==> config.mk <==
export PLATFORM = sky130hd
export DESIGN_NAME = isolde_top
export DESIGN_NICKNAME = d
export VERILOG_FILES = /design/src/isolde_pkg.sv /design/src/isolde_top.sv /design/src/isolde_decoder.sv /design/src/isolde_register_file.sv /design/src/isolde_instr_window.sv
export SDC_FILE = /design/constraint.sdc
export NUM_CORES = 2
export LEC_CHECK = 0
export ABC_AREA = 1
export ABC_CLOCK_PERIOD_IN_PS = 9800
export BUFFER_PORTS_ARGS = -buffer_cell sky130_fd_sc_hd__buf_2
export CORE_MARGIN = 3
export CORE_UTILIZATION = 45
export DETAILED_ROUTE_END_ITERATION = 10
export PLACE_DENSITY = 0.61
export SLEW_MARGIN = 25
export SYNTH_ARGS = -nofsm -noshare
export SYNTH_HDL_FRONTEND = slang
export SYNTH_SLANG_ARGS = --single-unit
export TNS_END_PERCENT = 5
==> constraint.sdc <==
create_clock -name clk_i -period 9.8 [get_ports clk_i]
set_clock_uncertainty 0.2 [all_clocks]
set_input_delay 0.98 -clock clk_i [delete_from_list [all_inputs] [get_ports clk_i]]
set_output_delay 0.98 -clock clk_i [all_outputs]
set_load 0.01 [all_outputs]
==> src/isolde_pkg.sv <==
// ----------------------------------------------------------------------
// Shared sizes, field positions and encodings for the ISOLDE slice
// Opcode and decoder state enums
// ----------------------------------------------------------------------

package isolde_pkg;

  // Vector register file geometry
  localparam int unsigned RegDataWidth = 32;  // One lane is one word
  localparam int unsigned RegLanes     = 4;
  localparam int unsigned RegCount     = 6;
  localparam int unsigned RegAddrWidth = 3;   // 6 and 7 are out of range

  // Highest implemented register, end of the boot sweep
  localparam logic [RegAddrWidth-1:0] RegLastAddr = RegAddrWidth'(RegCount - 1);

  // Instruction window
  localparam int unsigned BatchWords  = 5;    // Longest instruction
  localparam int unsigned WindowDepth = 8;
  localparam int unsigned WinPtrWidth = 3;
  localparam int unsigned CntWidth    = 4;    // Holds 0 to WindowDepth

  // Instruction lengths in words
  localparam logic [CntWidth-1:0] LenVle32x4 = 4'd5;
  localparam logic [CntWidth-1:0] LenSingle  = 4'd1;

  // Field positions in the first word
  localparam int unsigned OpcodeMsb = 6;
  localparam int unsigned RdLsb     = 7;
  localparam int unsigned Funct3Lsb = 12;
  localparam int unsigned Funct3Msb = 14;
  localparam int unsigned Rs1Lsb    = 15;

  // Custom-0 major opcode
  localparam logic [6:0] IsoldeCustomOpcode = 7'h0B;

  // funct3 codes
  localparam logic [2:0] F3Vle32x4 = 3'b100;
  localparam logic [2:0] F3Vzero   = 3'b000;
  localparam logic [2:0] F3Vmv     = 3'b001;

  typedef enum logic [1:0] {
    isolde_opcode_none,     // Illegal encoding
    isolde_opcode_vle32_4,
    isolde_opcode_vzero,
    isolde_opcode_vmv
  } isolde_opcode_e;

  typedef enum logic [1:0] {
    BOOT,
    IDLE,
    EXECUTE,
    COMMIT
  } decoder_state_e;

endpackage
==> src/isolde_top.sv <==
// ----------------------------------------------------------------------
// Top level of the ISOLDE slice
// Instruction window, decoder and vector register file
// ----------------------------------------------------------------------

module isolde_top (
  input  logic                                clk_i,
  input  logic                                rst_ni,
  input  logic                                push_i,
  input  logic [isolde_pkg::RegDataWidth-1:0] word_i,
  input  logic [isolde_pkg::RegAddrWidth-1:0] dbg_raddr_i,
  output logic [isolde_pkg::RegLanes-1:0][isolde_pkg::RegDataWidth-1:0] dbg_rdata_o,
  output logic                                full_o,
  output logic                                busy_o,
  output logic                                done_o,
  output logic                                illegal_o
);

  logic [isolde_pkg::BatchWords-1:0][isolde_pkg::RegDataWidth-1:0] batch;
  logic [isolde_pkg::CntWidth-1:0]     count;
  logic                                pop;
  logic [isolde_pkg::CntWidth-1:0]     pop_cnt;
  logic [isolde_pkg::RegAddrWidth-1:0] rf_raddr;
  logic [isolde_pkg::RegAddrWidth-1:0] rf_waddr;
  logic [isolde_pkg::RegLanes-1:0][isolde_pkg::RegDataWidth-1:0] rf_rdata;
  logic [isolde_pkg::RegLanes-1:0][isolde_pkg::RegDataWidth-1:0] rf_wdata;
  logic                                rf_we;
  logic                                rf_err;

  isolde_instr_window i_instr_window (
    .clk_i     (clk_i),
    .rst_ni    (rst_ni),
    .push_i    (push_i),
    .word_i    (word_i),
    .pop_i     (pop),
    .pop_cnt_i (pop_cnt),
    .batch_o   (batch),
    .count_o   (count),
    .full_o    (full_o)
  );

  isolde_decoder i_decoder (
    .clk_i      (clk_i),
    .rst_ni     (rst_ni),
    .batch_i    (batch),
    .count_i    (count),
    .rf_rdata_i (rf_rdata),
    .rf_err_i   (rf_err),
    .pop_o      (pop),
    .pop_cnt_o  (pop_cnt),
    .rf_raddr_o (rf_raddr),
    .rf_waddr_o (rf_waddr),
    .rf_wdata_o (rf_wdata),
    .rf_we_o    (rf_we),
    .busy_o     (busy_o),
    .done_o     (done_o),
    .illegal_o  (illegal_o)
  );

  isolde_register_file i_register_file (
    .clk_i       (clk_i),
    .rst_ni      (rst_ni),
    .raddr_i     (rf_raddr),
    .waddr_i     (rf_waddr),
    .wdata_i     (rf_wdata),
    .we_i        (rf_we),
    .dbg_raddr_i (dbg_raddr_i),
    .rdata_o     (rf_rdata),
    .dbg_rdata_o (dbg_rdata_o),
    .err_o       (rf_err)
  );

endmodule

==> src/isolde_decoder.sv <==
// ----------------------------------------------------------------------
// Decoder FSM for the variable-length custom instructions
// Boot clear of the register file, decode, execute and commit
// ----------------------------------------------------------------------

module isolde_decoder (
  input  logic                                clk_i,
  input  logic                                rst_ni,
  input  logic [isolde_pkg::BatchWords-1:0][isolde_pkg::RegDataWidth-1:0] batch_i,
  input  logic [isolde_pkg::CntWidth-1:0]     count_i,
  input  logic [isolde_pkg::RegLanes-1:0][isolde_pkg::RegDataWidth-1:0] rf_rdata_i,
  input  logic                                rf_err_i,
  output logic                                pop_o,
  output logic [isolde_pkg::CntWidth-1:0]     pop_cnt_o,
  output logic [isolde_pkg::RegAddrWidth-1:0] rf_raddr_o,
  output logic [isolde_pkg::RegAddrWidth-1:0] rf_waddr_o,
  output logic [isolde_pkg::RegLanes-1:0][isolde_pkg::RegDataWidth-1:0] rf_wdata_o,
  output logic                                rf_we_o,
  output logic                                busy_o,
  output logic                                done_o,
  output logic                                illegal_o
);

  isolde_pkg::decoder_state_e state_q;
  isolde_pkg::decoder_state_e state_d;
  isolde_pkg::isolde_opcode_e dec_op;
  isolde_pkg::isolde_opcode_e op_q;

  logic [isolde_pkg::CntWidth-1:0]     dec_len;
  logic [isolde_pkg::CntWidth-1:0]     len_q;
  logic [isolde_pkg::RegAddrWidth-1:0] rd_q;
  logic [isolde_pkg::RegAddrWidth-1:0] rs1_q;
  logic [isolde_pkg::RegAddrWidth-1:0] boot_ptr_q;
  logic                                boot_run_q;  // Boot sweep starts after release
  logic [isolde_pkg::RegLanes-1:0][isolde_pkg::RegDataWidth-1:0] data_q;
  logic                                accept;
  logic                                boot_we;
  logic                                exec_ok;

  // Opcode and length of the first word, illegal words count as one word
  function automatic void decode_word(
    input  logic [isolde_pkg::RegDataWidth-1:0] word,
    output isolde_pkg::isolde_opcode_e          op,
    output logic [isolde_pkg::CntWidth-1:0]     len
  );
    op  = isolde_pkg::isolde_opcode_none;
    len = isolde_pkg::LenSingle;
    if (word[isolde_pkg::OpcodeMsb:0] == isolde_pkg::IsoldeCustomOpcode) begin
      case (word[isolde_pkg::Funct3Msb:isolde_pkg::Funct3Lsb])
        isolde_pkg::F3Vle32x4: begin
          op  = isolde_pkg::isolde_opcode_vle32_4;
          len = isolde_pkg::LenVle32x4;
        end
        isolde_pkg::F3Vzero: op = isolde_pkg::isolde_opcode_vzero;
        isolde_pkg::F3Vmv:   op = isolde_pkg::isolde_opcode_vmv;
        default:             op = isolde_pkg::isolde_opcode_none;
      endcase
    end
  endfunction

  always_comb begin
    decode_word(batch_i[0], dec_op, dec_len);
  end

  // COMMIT accepts like IDLE, so back-to-back takes two cycles
  assign accept = ((state_q == isolde_pkg::IDLE) || (state_q == isolde_pkg::COMMIT)) &&
                  (count_i >= dec_len);

  always_comb begin
    state_d = state_q;
    case (state_q)
      isolde_pkg::BOOT: begin
        if (boot_run_q && (boot_ptr_q == isolde_pkg::RegLastAddr)) begin
          state_d = isolde_pkg::IDLE;
        end
      end
      isolde_pkg::IDLE:    state_d = accept ? isolde_pkg::EXECUTE : isolde_pkg::IDLE;
      isolde_pkg::EXECUTE: state_d = isolde_pkg::COMMIT;
      isolde_pkg::COMMIT:  state_d = accept ? isolde_pkg::EXECUTE : isolde_pkg::IDLE;
      default:             state_d = isolde_pkg::IDLE;
    endcase
  end

  always_ff @(posedge clk_i or negedge rst_ni) begin
    if (!rst_ni) begin
      state_q    <= isolde_pkg::BOOT;
      boot_run_q <= 1'b0;
      boot_ptr_q <= '0;
      op_q       <= isolde_pkg::isolde_opcode_none;
      len_q      <= isolde_pkg::LenSingle;
      rd_q       <= '0;
      rs1_q      <= '0;
    end else begin
      state_q    <= state_d;
      boot_run_q <= 1'b1;
      if (boot_we) begin
        boot_ptr_q <= boot_ptr_q + 1'b1;
      end
      if (accept) begin
        op_q  <= dec_op;
        len_q <= dec_len;
        rd_q  <= batch_i[0][isolde_pkg::RdLsb +: isolde_pkg::RegAddrWidth];
        rs1_q <= batch_i[0][isolde_pkg::Rs1Lsb +: isolde_pkg::RegAddrWidth];
      end
    end
  end

  // Trailing data words, word 1 goes to the top lane
  always_ff @(posedge clk_i) begin
    if (accept) begin
      for (int i = 0; i < isolde_pkg::RegLanes; i++) begin
        data_q[isolde_pkg::RegLanes-1-i] <= batch_i[i+1];
      end
    end
  end

  assign boot_we = (state_q == isolde_pkg::BOOT) && boot_run_q;

  // Only vmv reads, other ops park the read port on register 0
  assign rf_raddr_o = (op_q == isolde_pkg::isolde_opcode_vmv) ? rs1_q : '0;
  assign rf_waddr_o = (state_q == isolde_pkg::BOOT) ? boot_ptr_q : rd_q;

  always_comb begin
    rf_wdata_o = '0;  // Boot and vzero write zeros
    if (state_q != isolde_pkg::BOOT) begin
      case (op_q)
        isolde_pkg::isolde_opcode_vle32_4: rf_wdata_o = data_q;
        isolde_pkg::isolde_opcode_vmv:     rf_wdata_o = rf_rdata_i;
        default:                           rf_wdata_o = '0;
      endcase
    end
  end

  // Range errors from the register file turn the op into an illegal one
  assign exec_ok = (state_q == isolde_pkg::EXECUTE) &&
                   (op_q != isolde_pkg::isolde_opcode_none) && !rf_err_i;

  assign rf_we_o   = boot_we || exec_ok;
  assign done_o    = exec_ok;
  assign illegal_o = (state_q == isolde_pkg::EXECUTE) && !exec_ok;
  assign pop_o     = (state_q == isolde_pkg::EXECUTE);
  assign pop_cnt_o = len_q;
  assign busy_o    = boot_we || (state_q == isolde_pkg::EXECUTE);

endmodule

==> src/isolde_register_file.sv <==
// ----------------------------------------------------------------------
// Vector register file, six entries of four 32-bit lanes
// Decoder read port, debug read port, one write port, range error
// ----------------------------------------------------------------------

module isolde_register_file (
  input  logic                                clk_i,
  input  logic                                rst_ni,
  input  logic [isolde_pkg::RegAddrWidth-1:0] raddr_i,
  input  logic [isolde_pkg::RegAddrWidth-1:0] waddr_i,
  input  logic [isolde_pkg::RegLanes-1:0][isolde_pkg::RegDataWidth-1:0] wdata_i,
  input  logic                                we_i,
  input  logic [isolde_pkg::RegAddrWidth-1:0] dbg_raddr_i,
  output logic [isolde_pkg::RegLanes-1:0][isolde_pkg::RegDataWidth-1:0] rdata_o,
  output logic [isolde_pkg::RegLanes-1:0][isolde_pkg::RegDataWidth-1:0] dbg_rdata_o,
  output logic                                err_o
);

  logic [isolde_pkg::RegLanes-1:0][isolde_pkg::RegDataWidth-1:0] regs_q [isolde_pkg::RegCount];

  always_ff @(posedge clk_i or negedge rst_ni) begin
    if (!rst_ni) begin
      for (int i = 0; i < isolde_pkg::RegCount; i++) begin
        regs_q[i] <= '0;
      end
    end else if (we_i) begin
      // Addresses 6 and 7 match no entry and are dropped
      for (int i = 0; i < isolde_pkg::RegCount; i++) begin
        if (waddr_i == i[isolde_pkg::RegAddrWidth-1:0]) begin
          regs_q[i] <= wdata_i;
        end
      end
    end
  end

  // Combinational reads, zero when out of range
  assign rdata_o     = (raddr_i < isolde_pkg::RegCount) ? regs_q[raddr_i] : '0;
  assign dbg_rdata_o = (dbg_raddr_i < isolde_pkg::RegCount) ? regs_q[dbg_raddr_i] : '0;

  // Either decoder-side address out of range
  assign err_o = (raddr_i >= isolde_pkg::RegCount) || (waddr_i >= isolde_pkg::RegCount);

endmodule

==> src/isolde_instr_window.sv <==
// ----------------------------------------------------------------------
// Instruction window, eight-word circular FIFO
// Presents the five oldest words and pops a variable word count
// ----------------------------------------------------------------------

module isolde_instr_window (
  input  logic                                clk_i,
  input  logic                                rst_ni,
  input  logic                                push_i,     // One word per strobe
  input  logic [isolde_pkg::RegDataWidth-1:0] word_i,
  input  logic                                pop_i,
  input  logic [isolde_pkg::CntWidth-1:0]     pop_cnt_i,
  output logic [isolde_pkg::BatchWords-1:0][isolde_pkg::RegDataWidth-1:0] batch_o,
  output logic [isolde_pkg::CntWidth-1:0]     count_o,
  output logic                                full_o
);

  logic [isolde_pkg::RegDataWidth-1:0] mem_q [isolde_pkg::WindowDepth];

  logic [isolde_pkg::WinPtrWidth-1:0] wr_ptr_q;
  logic [isolde_pkg::WinPtrWidth-1:0] rd_ptr_q;
  logic [isolde_pkg::CntWidth-1:0]    count_q;
  logic [isolde_pkg::CntWidth-1:0]    count_d;
  logic                               push_acc;

  assign full_o   = (count_q == isolde_pkg::WindowDepth);
  assign push_acc = push_i & ~full_o;  // Push while full is lost
  assign count_o  = count_q;

  // Push and pop may land in the same cycle
  always_comb begin
    count_d = count_q;
    if (push_acc) begin
      count_d = count_d + 1'b1;
    end
    if (pop_i) begin
      count_d = count_d - pop_cnt_i;
    end
  end

  always_ff @(posedge clk_i or negedge rst_ni) begin
    if (!rst_ni) begin
      wr_ptr_q <= '0;
      rd_ptr_q <= '0;
      count_q  <= '0;
    end else begin
      if (push_acc) begin
        wr_ptr_q <= wr_ptr_q + 1'b1;  // Wraps at the depth
      end
      if (pop_i) begin
        rd_ptr_q <= rd_ptr_q + pop_cnt_i[isolde_pkg::WinPtrWidth-1:0];
      end
      count_q <= count_d;
    end
  end

  // Word storage
  always_ff @(posedge clk_i) begin
    if (push_acc) begin
      mem_q[wr_ptr_q] <= word_i;
    end
  end

  // Oldest words first, empty slots read as zero
  always_comb begin
    for (int i = 0; i < isolde_pkg::BatchWords; i++) begin
      if (count_q > i[isolde_pkg::CntWidth-1:0]) begin
        batch_o[i] = mem_q[rd_ptr_q + i[isolde_pkg::WinPtrWidth-1:0]];
      end else begin
        batch_o[i] = '0;
      end
    end
  end

endmodule

# After elaboration in Yosys (flattened, before gate mapping)
# Memories as Yosys holds them, arrays and structs flattened. A register that Yosys moved wholly into a read port is not among the register bits.
# Index checks and enable logic that the tools add are counted.
[totals] ram_bits=256 inputBits=38 word_cells=128 mem_count=1 regBits=796 output_inout_bits=132
[classes] muxes=24 n_lt_le_gt_ge=12 bitwise=4 eq_ne=16 n_reduce_logical=28 addsub=9
[mem_list] memory="i_instr_window.mem_q" words=8 word_bits=32 read_ports=5 rd_clocked_by_memory_dff=4 wr=1 line="isolde_instr_window.sv:18" text="logic [isolde_pkg::RegDataWidth-1:0] mem_q [isolde_pkg::WindowDepth];"
[op_table] op="$mux 128" n=7
[op_table] op="$bmux 128 s3" n=2
[op_table] op="$pmux 128 s2" n=1
[op_table] op="$mux 18" n=1
[op_table] op="$eq 3x3->1 const B" n=4
[op_table] op="$mux 4" n=3
[op_table] op="$pmux 2 s3" n=2
[op_table] op="$reduce_and 2->1" n=6
[op_table] op="$add 3x1->3 const B" n=3
[op_table] op="$mux 3" n=3
[op_table] op="$ge 4x4->1 const B" n=2
[op_table] op="$gt 4x1->1 const B" n=2
[op_table] op="$gt 4x2->1 const B" n=2
[op_table] op="$not 3->4" n=2
[op_table] op="$eq 7x4->1 const B" n=1
[op_table] op="$add 3x2->3 const B" n=2
[op_table] op="$eq 2x2->1 const B" n=3
[op_table] op="$eq 3x1->1 const B" n=2
[op_table] op="$eq 3x2->1 const B" n=2
[op_table] op="$ge 3x3->1 const B" n=2
[op_table] op="$logic_and 1x1->1" n=6
[op_table] op="$logic_not 1->1" n=6
[op_table] op="$logic_not 3->1" n=2
[op_table] op="$lt 3x3->1 const B" n=2
[op_table] op="17 further kinds" n=25

# Logic depth before layout (Yosys ltp)
[logic_depth] depth_word=9 ltp_mapped=21 ltp_nobuf=19

# Cells and area by module
# A second synthesis with hierarchy kept.
[hier_totals] cells_unflattened=9630 hier_area_um2=67922.6
[by_module_without_submodules] module="isolde_register_file" cells_per_inst=6643 area_each_um2=43923.4 seq_area_each_um2=19218.4 instances=1
[by_module_without_submodules] module="isolde_instr_window" cells_per_inst=2285 area_each_um2=16759.8 seq_area_each_um2=7937.6 instances=1
[by_module_without_submodules] module="isolde_decoder" cells_per_inst=702 area_each_um2=7239.4 seq_area_each_um2=4219.0 instances=1

# Least setup slack after synthesis
# No wires, ideal clock.
[synth_path] path_kind="flip-flop to flip-flop" start="register i_instr_window.rd_ptr_q[0] (netlist name)" end="register i_decoder.rs1_q[2] (netlist name)" setup_time_ns=0.227 synth_period_minus_slack_ns=6.237 setup_slack_ns=3.563 n_path_buf=2 t_required_ns=9.373 t_arrival_ns=5.810 stages_incl_launch_ff=22 cell_sequence="dfrtp_1 clkbuf_1 inv_2 clkbuf_1 nand2_1 nand3_1 nand3_1 nand2_1 nand2_1 inv_1 nand3_1 inv_1 nand3_1 ha_1 o21ai_0 nand3_1 nand2_1 clkinv_1 nand2_1 inv_1 o211ai_1 o21ai_0"
[synth_between] elab_chain_cells=7 word_cells_on_any_way=8 cone_classes="1 x order compare; 2 x eq/ne; 3 x mux; 1 x reduce/logical; 1 x memory"
[synth_lines] item="start: declaration" line="isolde_instr_window.sv:21" text="logic [isolde_pkg::WinPtrWidth-1:0] rd_ptr_q;"
[synth_lines] item="start signal: assignment" line="isolde_instr_window.sv:51" text="rd_ptr_q <= rd_ptr_q + pop_cnt_i[isolde_pkg::WinPtrWidth-1:0];"
[synth_lines] item="$mem_v2 8x32 (*)"
[synth_lines] item="$mux 18 (*)" line="isolde_instr_window.sv:67" text="if (count_q > i[isolde_pkg::CntWidth-1:0]) begin"
[synth_lines] item="$eq 3x3->1" line="isolde_decoder.sv:49" text="case (word[isolde_pkg::Funct3Msb:isolde_pkg::Funct3Lsb])"
[synth_lines] item="$mux 3" line="isolde_decoder.sv:49"
[synth_lines] item="$mux 4 (*)" line="isolde_decoder.sv:48" text="if (word[isolde_pkg::OpcodeMsb:0] == isolde_pkg::IsoldeCustomOpcode) begin"
[synth_lines] item="$ge 4x4->1 (*)" line="isolde_decoder.sv:67" text="(count_i >= dec_len);"
[synth_lines] item="$logic_and 1x1->1 (*)" line="isolde_decoder.sv:66" text="assign accept = ((state_q == isolde_pkg::IDLE) || (state_q == isolde_pkg::COMMIT)) &&"
[synth_lines] item="net i_decoder.accept" line="isolde_decoder.sv:36" text="logic accept;"
[synth_lines] item="end signal: assignment" line="isolde_decoder.sv:103" text="rs1_q <= batch_i[0][isolde_pkg::Rs1Lsb +: isolde_pkg::RegAddrWidth];"
[synth_lines] item="end: declaration" line="isolde_decoder.sv:32" text="logic [isolde_pkg::RegAddrWidth-1:0] rs1_q;"
# Mark *: on every way through the listed nets, which the timed path passes. The rest lies on a longest branch.
# A chain may end at the register's enable or synchronous reset.

# Worst setup path in the final report
[layout_path] start="register i_instr_window.rd_ptr_q[0] (netlist name)" end="register i_decoder.data_q[15] (netlist name), read port of i_instr_window.mem_q, enable pin"
[layout_between] elab_chain_cells=7 word_cells_on_any_way=9 cone_classes="1 x add/sub; 1 x order compare; 2 x eq/ne; 3 x mux; 1 x reduce/logical; 1 x memory"
[layout_lines] item="$mem_v2 8x32 (*)"
[layout_lines] item="$mux 18 (*)" line="isolde_instr_window.sv:67"
[layout_lines] item="$eq 3x3->1" line="isolde_decoder.sv:49"
[layout_lines] item="$mux 3" line="isolde_decoder.sv:49"
[layout_lines] item="$mux 4 (*)" line="isolde_decoder.sv:48"
[layout_lines] item="$ge 4x4->1 (*)" line="isolde_decoder.sv:67"
[layout_lines] item="$logic_and 1x1->1 (*)" line="isolde_decoder.sv:66"
[layout_lines] item="net i_decoder.accept" line="isolde_decoder.sv:36"
[layout_lines] item="end: declaration" line="isolde_decoder.sv:35" text="logic [isolde_pkg::RegLanes-1:0][isolde_pkg::RegDataWidth-1:0] data_q;"
# Marks and branches as above.

==> reports/results.ini <==
[timing]
final.min_clock_period_ns=5.77
fmax_mhz=173
rsz0062_at_grt=no
finalMaxSlewViolations=0
fin_crit_sh_pct=58.8
setup_ws_ns=4.03
relSlewSlack_pct=15.5
setup_viol=0
setup_tns_ns=0
tightestPinTransition_ns=1.25
final-hold-violation-count=0

[flow_run]
drv_cap=0

[setup_path]
cpLargestDelayFamily=buffers and inverters
reg2reg_slack_ns=4.03
crit_chain=buf_4 > buf_6 > nand2_1 > nand2_1 > nand2_1 > nand2_1 > nand2_1 > nor2_1 > nand2_1 > nand2_1 > nand3_1 > ha_1 > o21ai_0 > nand3_1 > nand2_1 > inv_6 > buf_4
worst_setup_path_start_kind=flip-flop
crit_slowest_cell=buf_4
path_buf_inv=4
crit_top_cell=nand2_1
r2r.worst_path.cells=17
required_ns=10.01
cp_max_fo=113
critPathCaptureType=flip-flop
arrival_ns=5.98
reg2reg_from=i_instr_window.rd_ptr_q[0]
critical_path_class=reg2reg
r2r-end=i_decoder.data_q[15]
crit_path_max_incr_delay_ns=0.86

[logic_synthesis]
yosys.area_share.simple_pct=31.2
synth_top_cell_by_area=dfrtp_1
async_reset_ff_share_pct=67.4
synth_top_family_by_area=simple AND/OR/NAND/NOR gates
synth.ff_latch_count=1177
synth.top_cells.by_area=dfrtp_1 30%, nand2_1 20%, edfxtp_1 18%
synthAdderAreaFrac_pct=0.211
synth.distinct_cells=39
synth.net_count=8763
synth_edf_count=384
synth_xor_xnor_area_share_pct=0.175
synth_area_um2=65100
synth_top_cell_area_share_pct=30.5
ys.flop_type=dfrtp_1
yosys_warnings=0
syn_area_per_cell_um2=7.47
ys_seq_area_share_pct=48.2
synth_compound_area_share_pct=12.3
synth_cells=8714
synth_mux_area_share_pct=1.35

[power_and_ir_drop]
p_comb_share_pct=35.1
p_int_mw=10.4
pwr-share-seq_pct=35.8
p_clk_share_pct=29.1
switching_share_pct=42.4
p_sw_mw=7.64
p_leak_nw=34.6
power_density_nw_per_um2=253
ir_drop_v=0.000280
total_power_mw=18.0

[clock_tree]
cts_buffers=137
cts-resized-gates=0
htreeDepth=4
post-cts-setup-buffer-count=0
insertion_delay_ns=0.81
root_buffer=clkbuf_16
tritoncts=yes
numClockSinks=1177
cts_hold_buf=0
clock_path_buffers=3
path_clk_slew_ns=0.06

[detailed_routing]
ant_nets=0
routedWlPerCell_um=24.0
viasPerCell=6.01
drc=0
first_pass_iters=7
totalWireLength_um=251000
drt-initial-drc-count=8221
vias=62700

[finish]
areaGrowthSynthToFinish_pct=9.37
final_util_pct=49.9
nets=8471
drive_gt1_share_pct=6.54
design_area_um2=71200

[grt]
grt_max_degree=232
grt_pass1_wl_um=374000
grt.overflow.total=0
grt_pass1_vias=58100
antenna_found_initial=27
track_usage_pct=32.6

[placed_design]
place_ws_ns=3.83
port_buffers=169
dp_hpwl_um=137000
placed_cell_area_um2=66600
gp_congestion=0.910

[die]
die_h_um=386
placementRows=138
start_util_pct=45.7
core_um2=143000
die_area_um2=149000
pin_count=170
die_w_um=386

[worst_hold_path]
hold_class=in2async

[status]
status=completed

-- layer usage --
layer / vias up / part of all wire, % / GRT usage [%]
met5: - / 0.057 / 0
met4: 20 / 4.8 / 14.8
met3: 695 / 11 / 6.91
met2: 3614 / 43 / 49.6
met1: 30100 / 41 / 44.8
li1: 28300 / - / -
-- sequential cells by signal (all words and copies together), names as in the netlist, named ones only --
| signal | flops |
|---|---|
| i_decoder.rd_q | 3 |
| i_decoder.boot_ptr_q | 3 |
| i_instr_window.rd_ptr_q | 3 |
| i_decoder.rs1_q | 3 |
| i_decoder.op_q | 2 |
| i_decoder.data_q | 128 |
| i_instr_window.wr_ptr_q | 3 |
| i_register_file.regs_q | 768 |
| i_decoder.pop_cnt_o | 1 |
| i_instr_window.count_o | 4 |
| i_decoder.boot_run_q | 1 |
| i_instr_window.mem_q | 256 |
| i_decoder.state_q | 1 |
-- Yosys cell counts (8+ instances only) --
cell      instances
a31oi_1          27
nor2_1          317
a21oi_1         251
buf_4            22
clkbuf_1        460
nand3_1         992
buf_2           144
nand2_1        3539
nor3_1          119
a221oi_1          8
o211ai_1        422
inv_2            15
ha_1             11
or2_2            27
a22oi_1           8
dfrtp_1         793
o22ai_1          13
mux2i_1          88
edfxtp_1        384
buf_1            63
o21ai_0         573
xor2_1           11
inv_1           368
a211oi_1         13
-- through the flow --
step	hold WS (ns)	cells
after detailed placement	0.266	10200
final	0.0529	10400
after floorplan	0.249	8714
after CTS	0.0389	10400
after global routing	0.0856	10400
after global placement	0.263	10200
-- cell families after synthesis --
| kind of cell | after synthesis |
|---|---|
| simple gates | 5006 |
| compound gates | 1340 |
| flops | 1177 |
| buf+inv | 1078 |
| mux | 88 |
| xor+xnor | 13 |
| fa+ha+maj | 11 |
| other cells | 1 |
-- layout by cell type, fill, tap and decap left out, drive strengths merged, types with 27 or more instances in the layout --
cell type / synthesis / routed
a21oi: 256 / 256
a31oi: 27 / 27
buf: 229 / 258
clkbuf: 460 / 196
clkinv: 6 / 34
dfrtp: 793 / 793
edfxtp: 384 / 384
inv: 383 / 393
mux2i: 88 / 88
nand2: 3544 / 3544
nand3: 992 / 992
nor2: 321 / 321
nor3: 119 / 119
o211ai: 422 / 422
o21ai: 575 / 575
or2: 27 / 27
-- final cells by class --
type                       count  area, um^2
clock inverter                53         672
antenna                        4        10.0
tap                         1890        2360
inverter                     389        1540
fill                       13800       71400
clock buffer                 196        3890
timing repair buffer         258        1750
multi-input combinational   6459       29600
sequential                  1177       31400
-- power groups by stage --
| stage | clock network (mW) | logic, mW | registers (mW) |
|---|---|---|---|
| 2_1_floorplan | 0 | 3.94 | 6.14 |
| 3_3_place_gp | 0 | 6.03 | 6.52 |
| 3_5_place_dp | 0 | 6.09 | 6.53 |
| 4_1_cts | 5.31 | 6.10 | 6.44 |
| 5_1_grt | 5.50 | 6.71 | 6.47 |
| 6_report | 5.25 | 6.33 | 6.45 |
-- worst max-delay path by stage --
| stage | from | slack, ns | cells past startpoint | to |
|---|---|---|---|---|
| 6_report | i_instr_window.rd_ptr_q[0] | 4.03 | 17 | i_decoder.data_q[15] |
| 5_1_grt | i_instr_window.rd_ptr_q[0] | 3.59 | 17 | i_decoder.data_q[15] |
| 4_1_cts | i_instr_window.rd_ptr_q[0] | 3.83 | 17 | i_decoder.data_q[67] |
| 3_5_place_dp | i_instr_window.rd_ptr_q[0] | 3.83 | 17 | i_decoder.data_q[87] |
| 3_3_place_gp | i_instr_window.rd_ptr_q[0] | 3.76 | 17 | i_decoder.data_q[24] |
| 2_1_floorplan | i_instr_window.rd_ptr_q[0] | 3.56 | 21 | i_decoder.rs1_q[2] |
No activity file was read; power rests on OpenSTA's default activity.
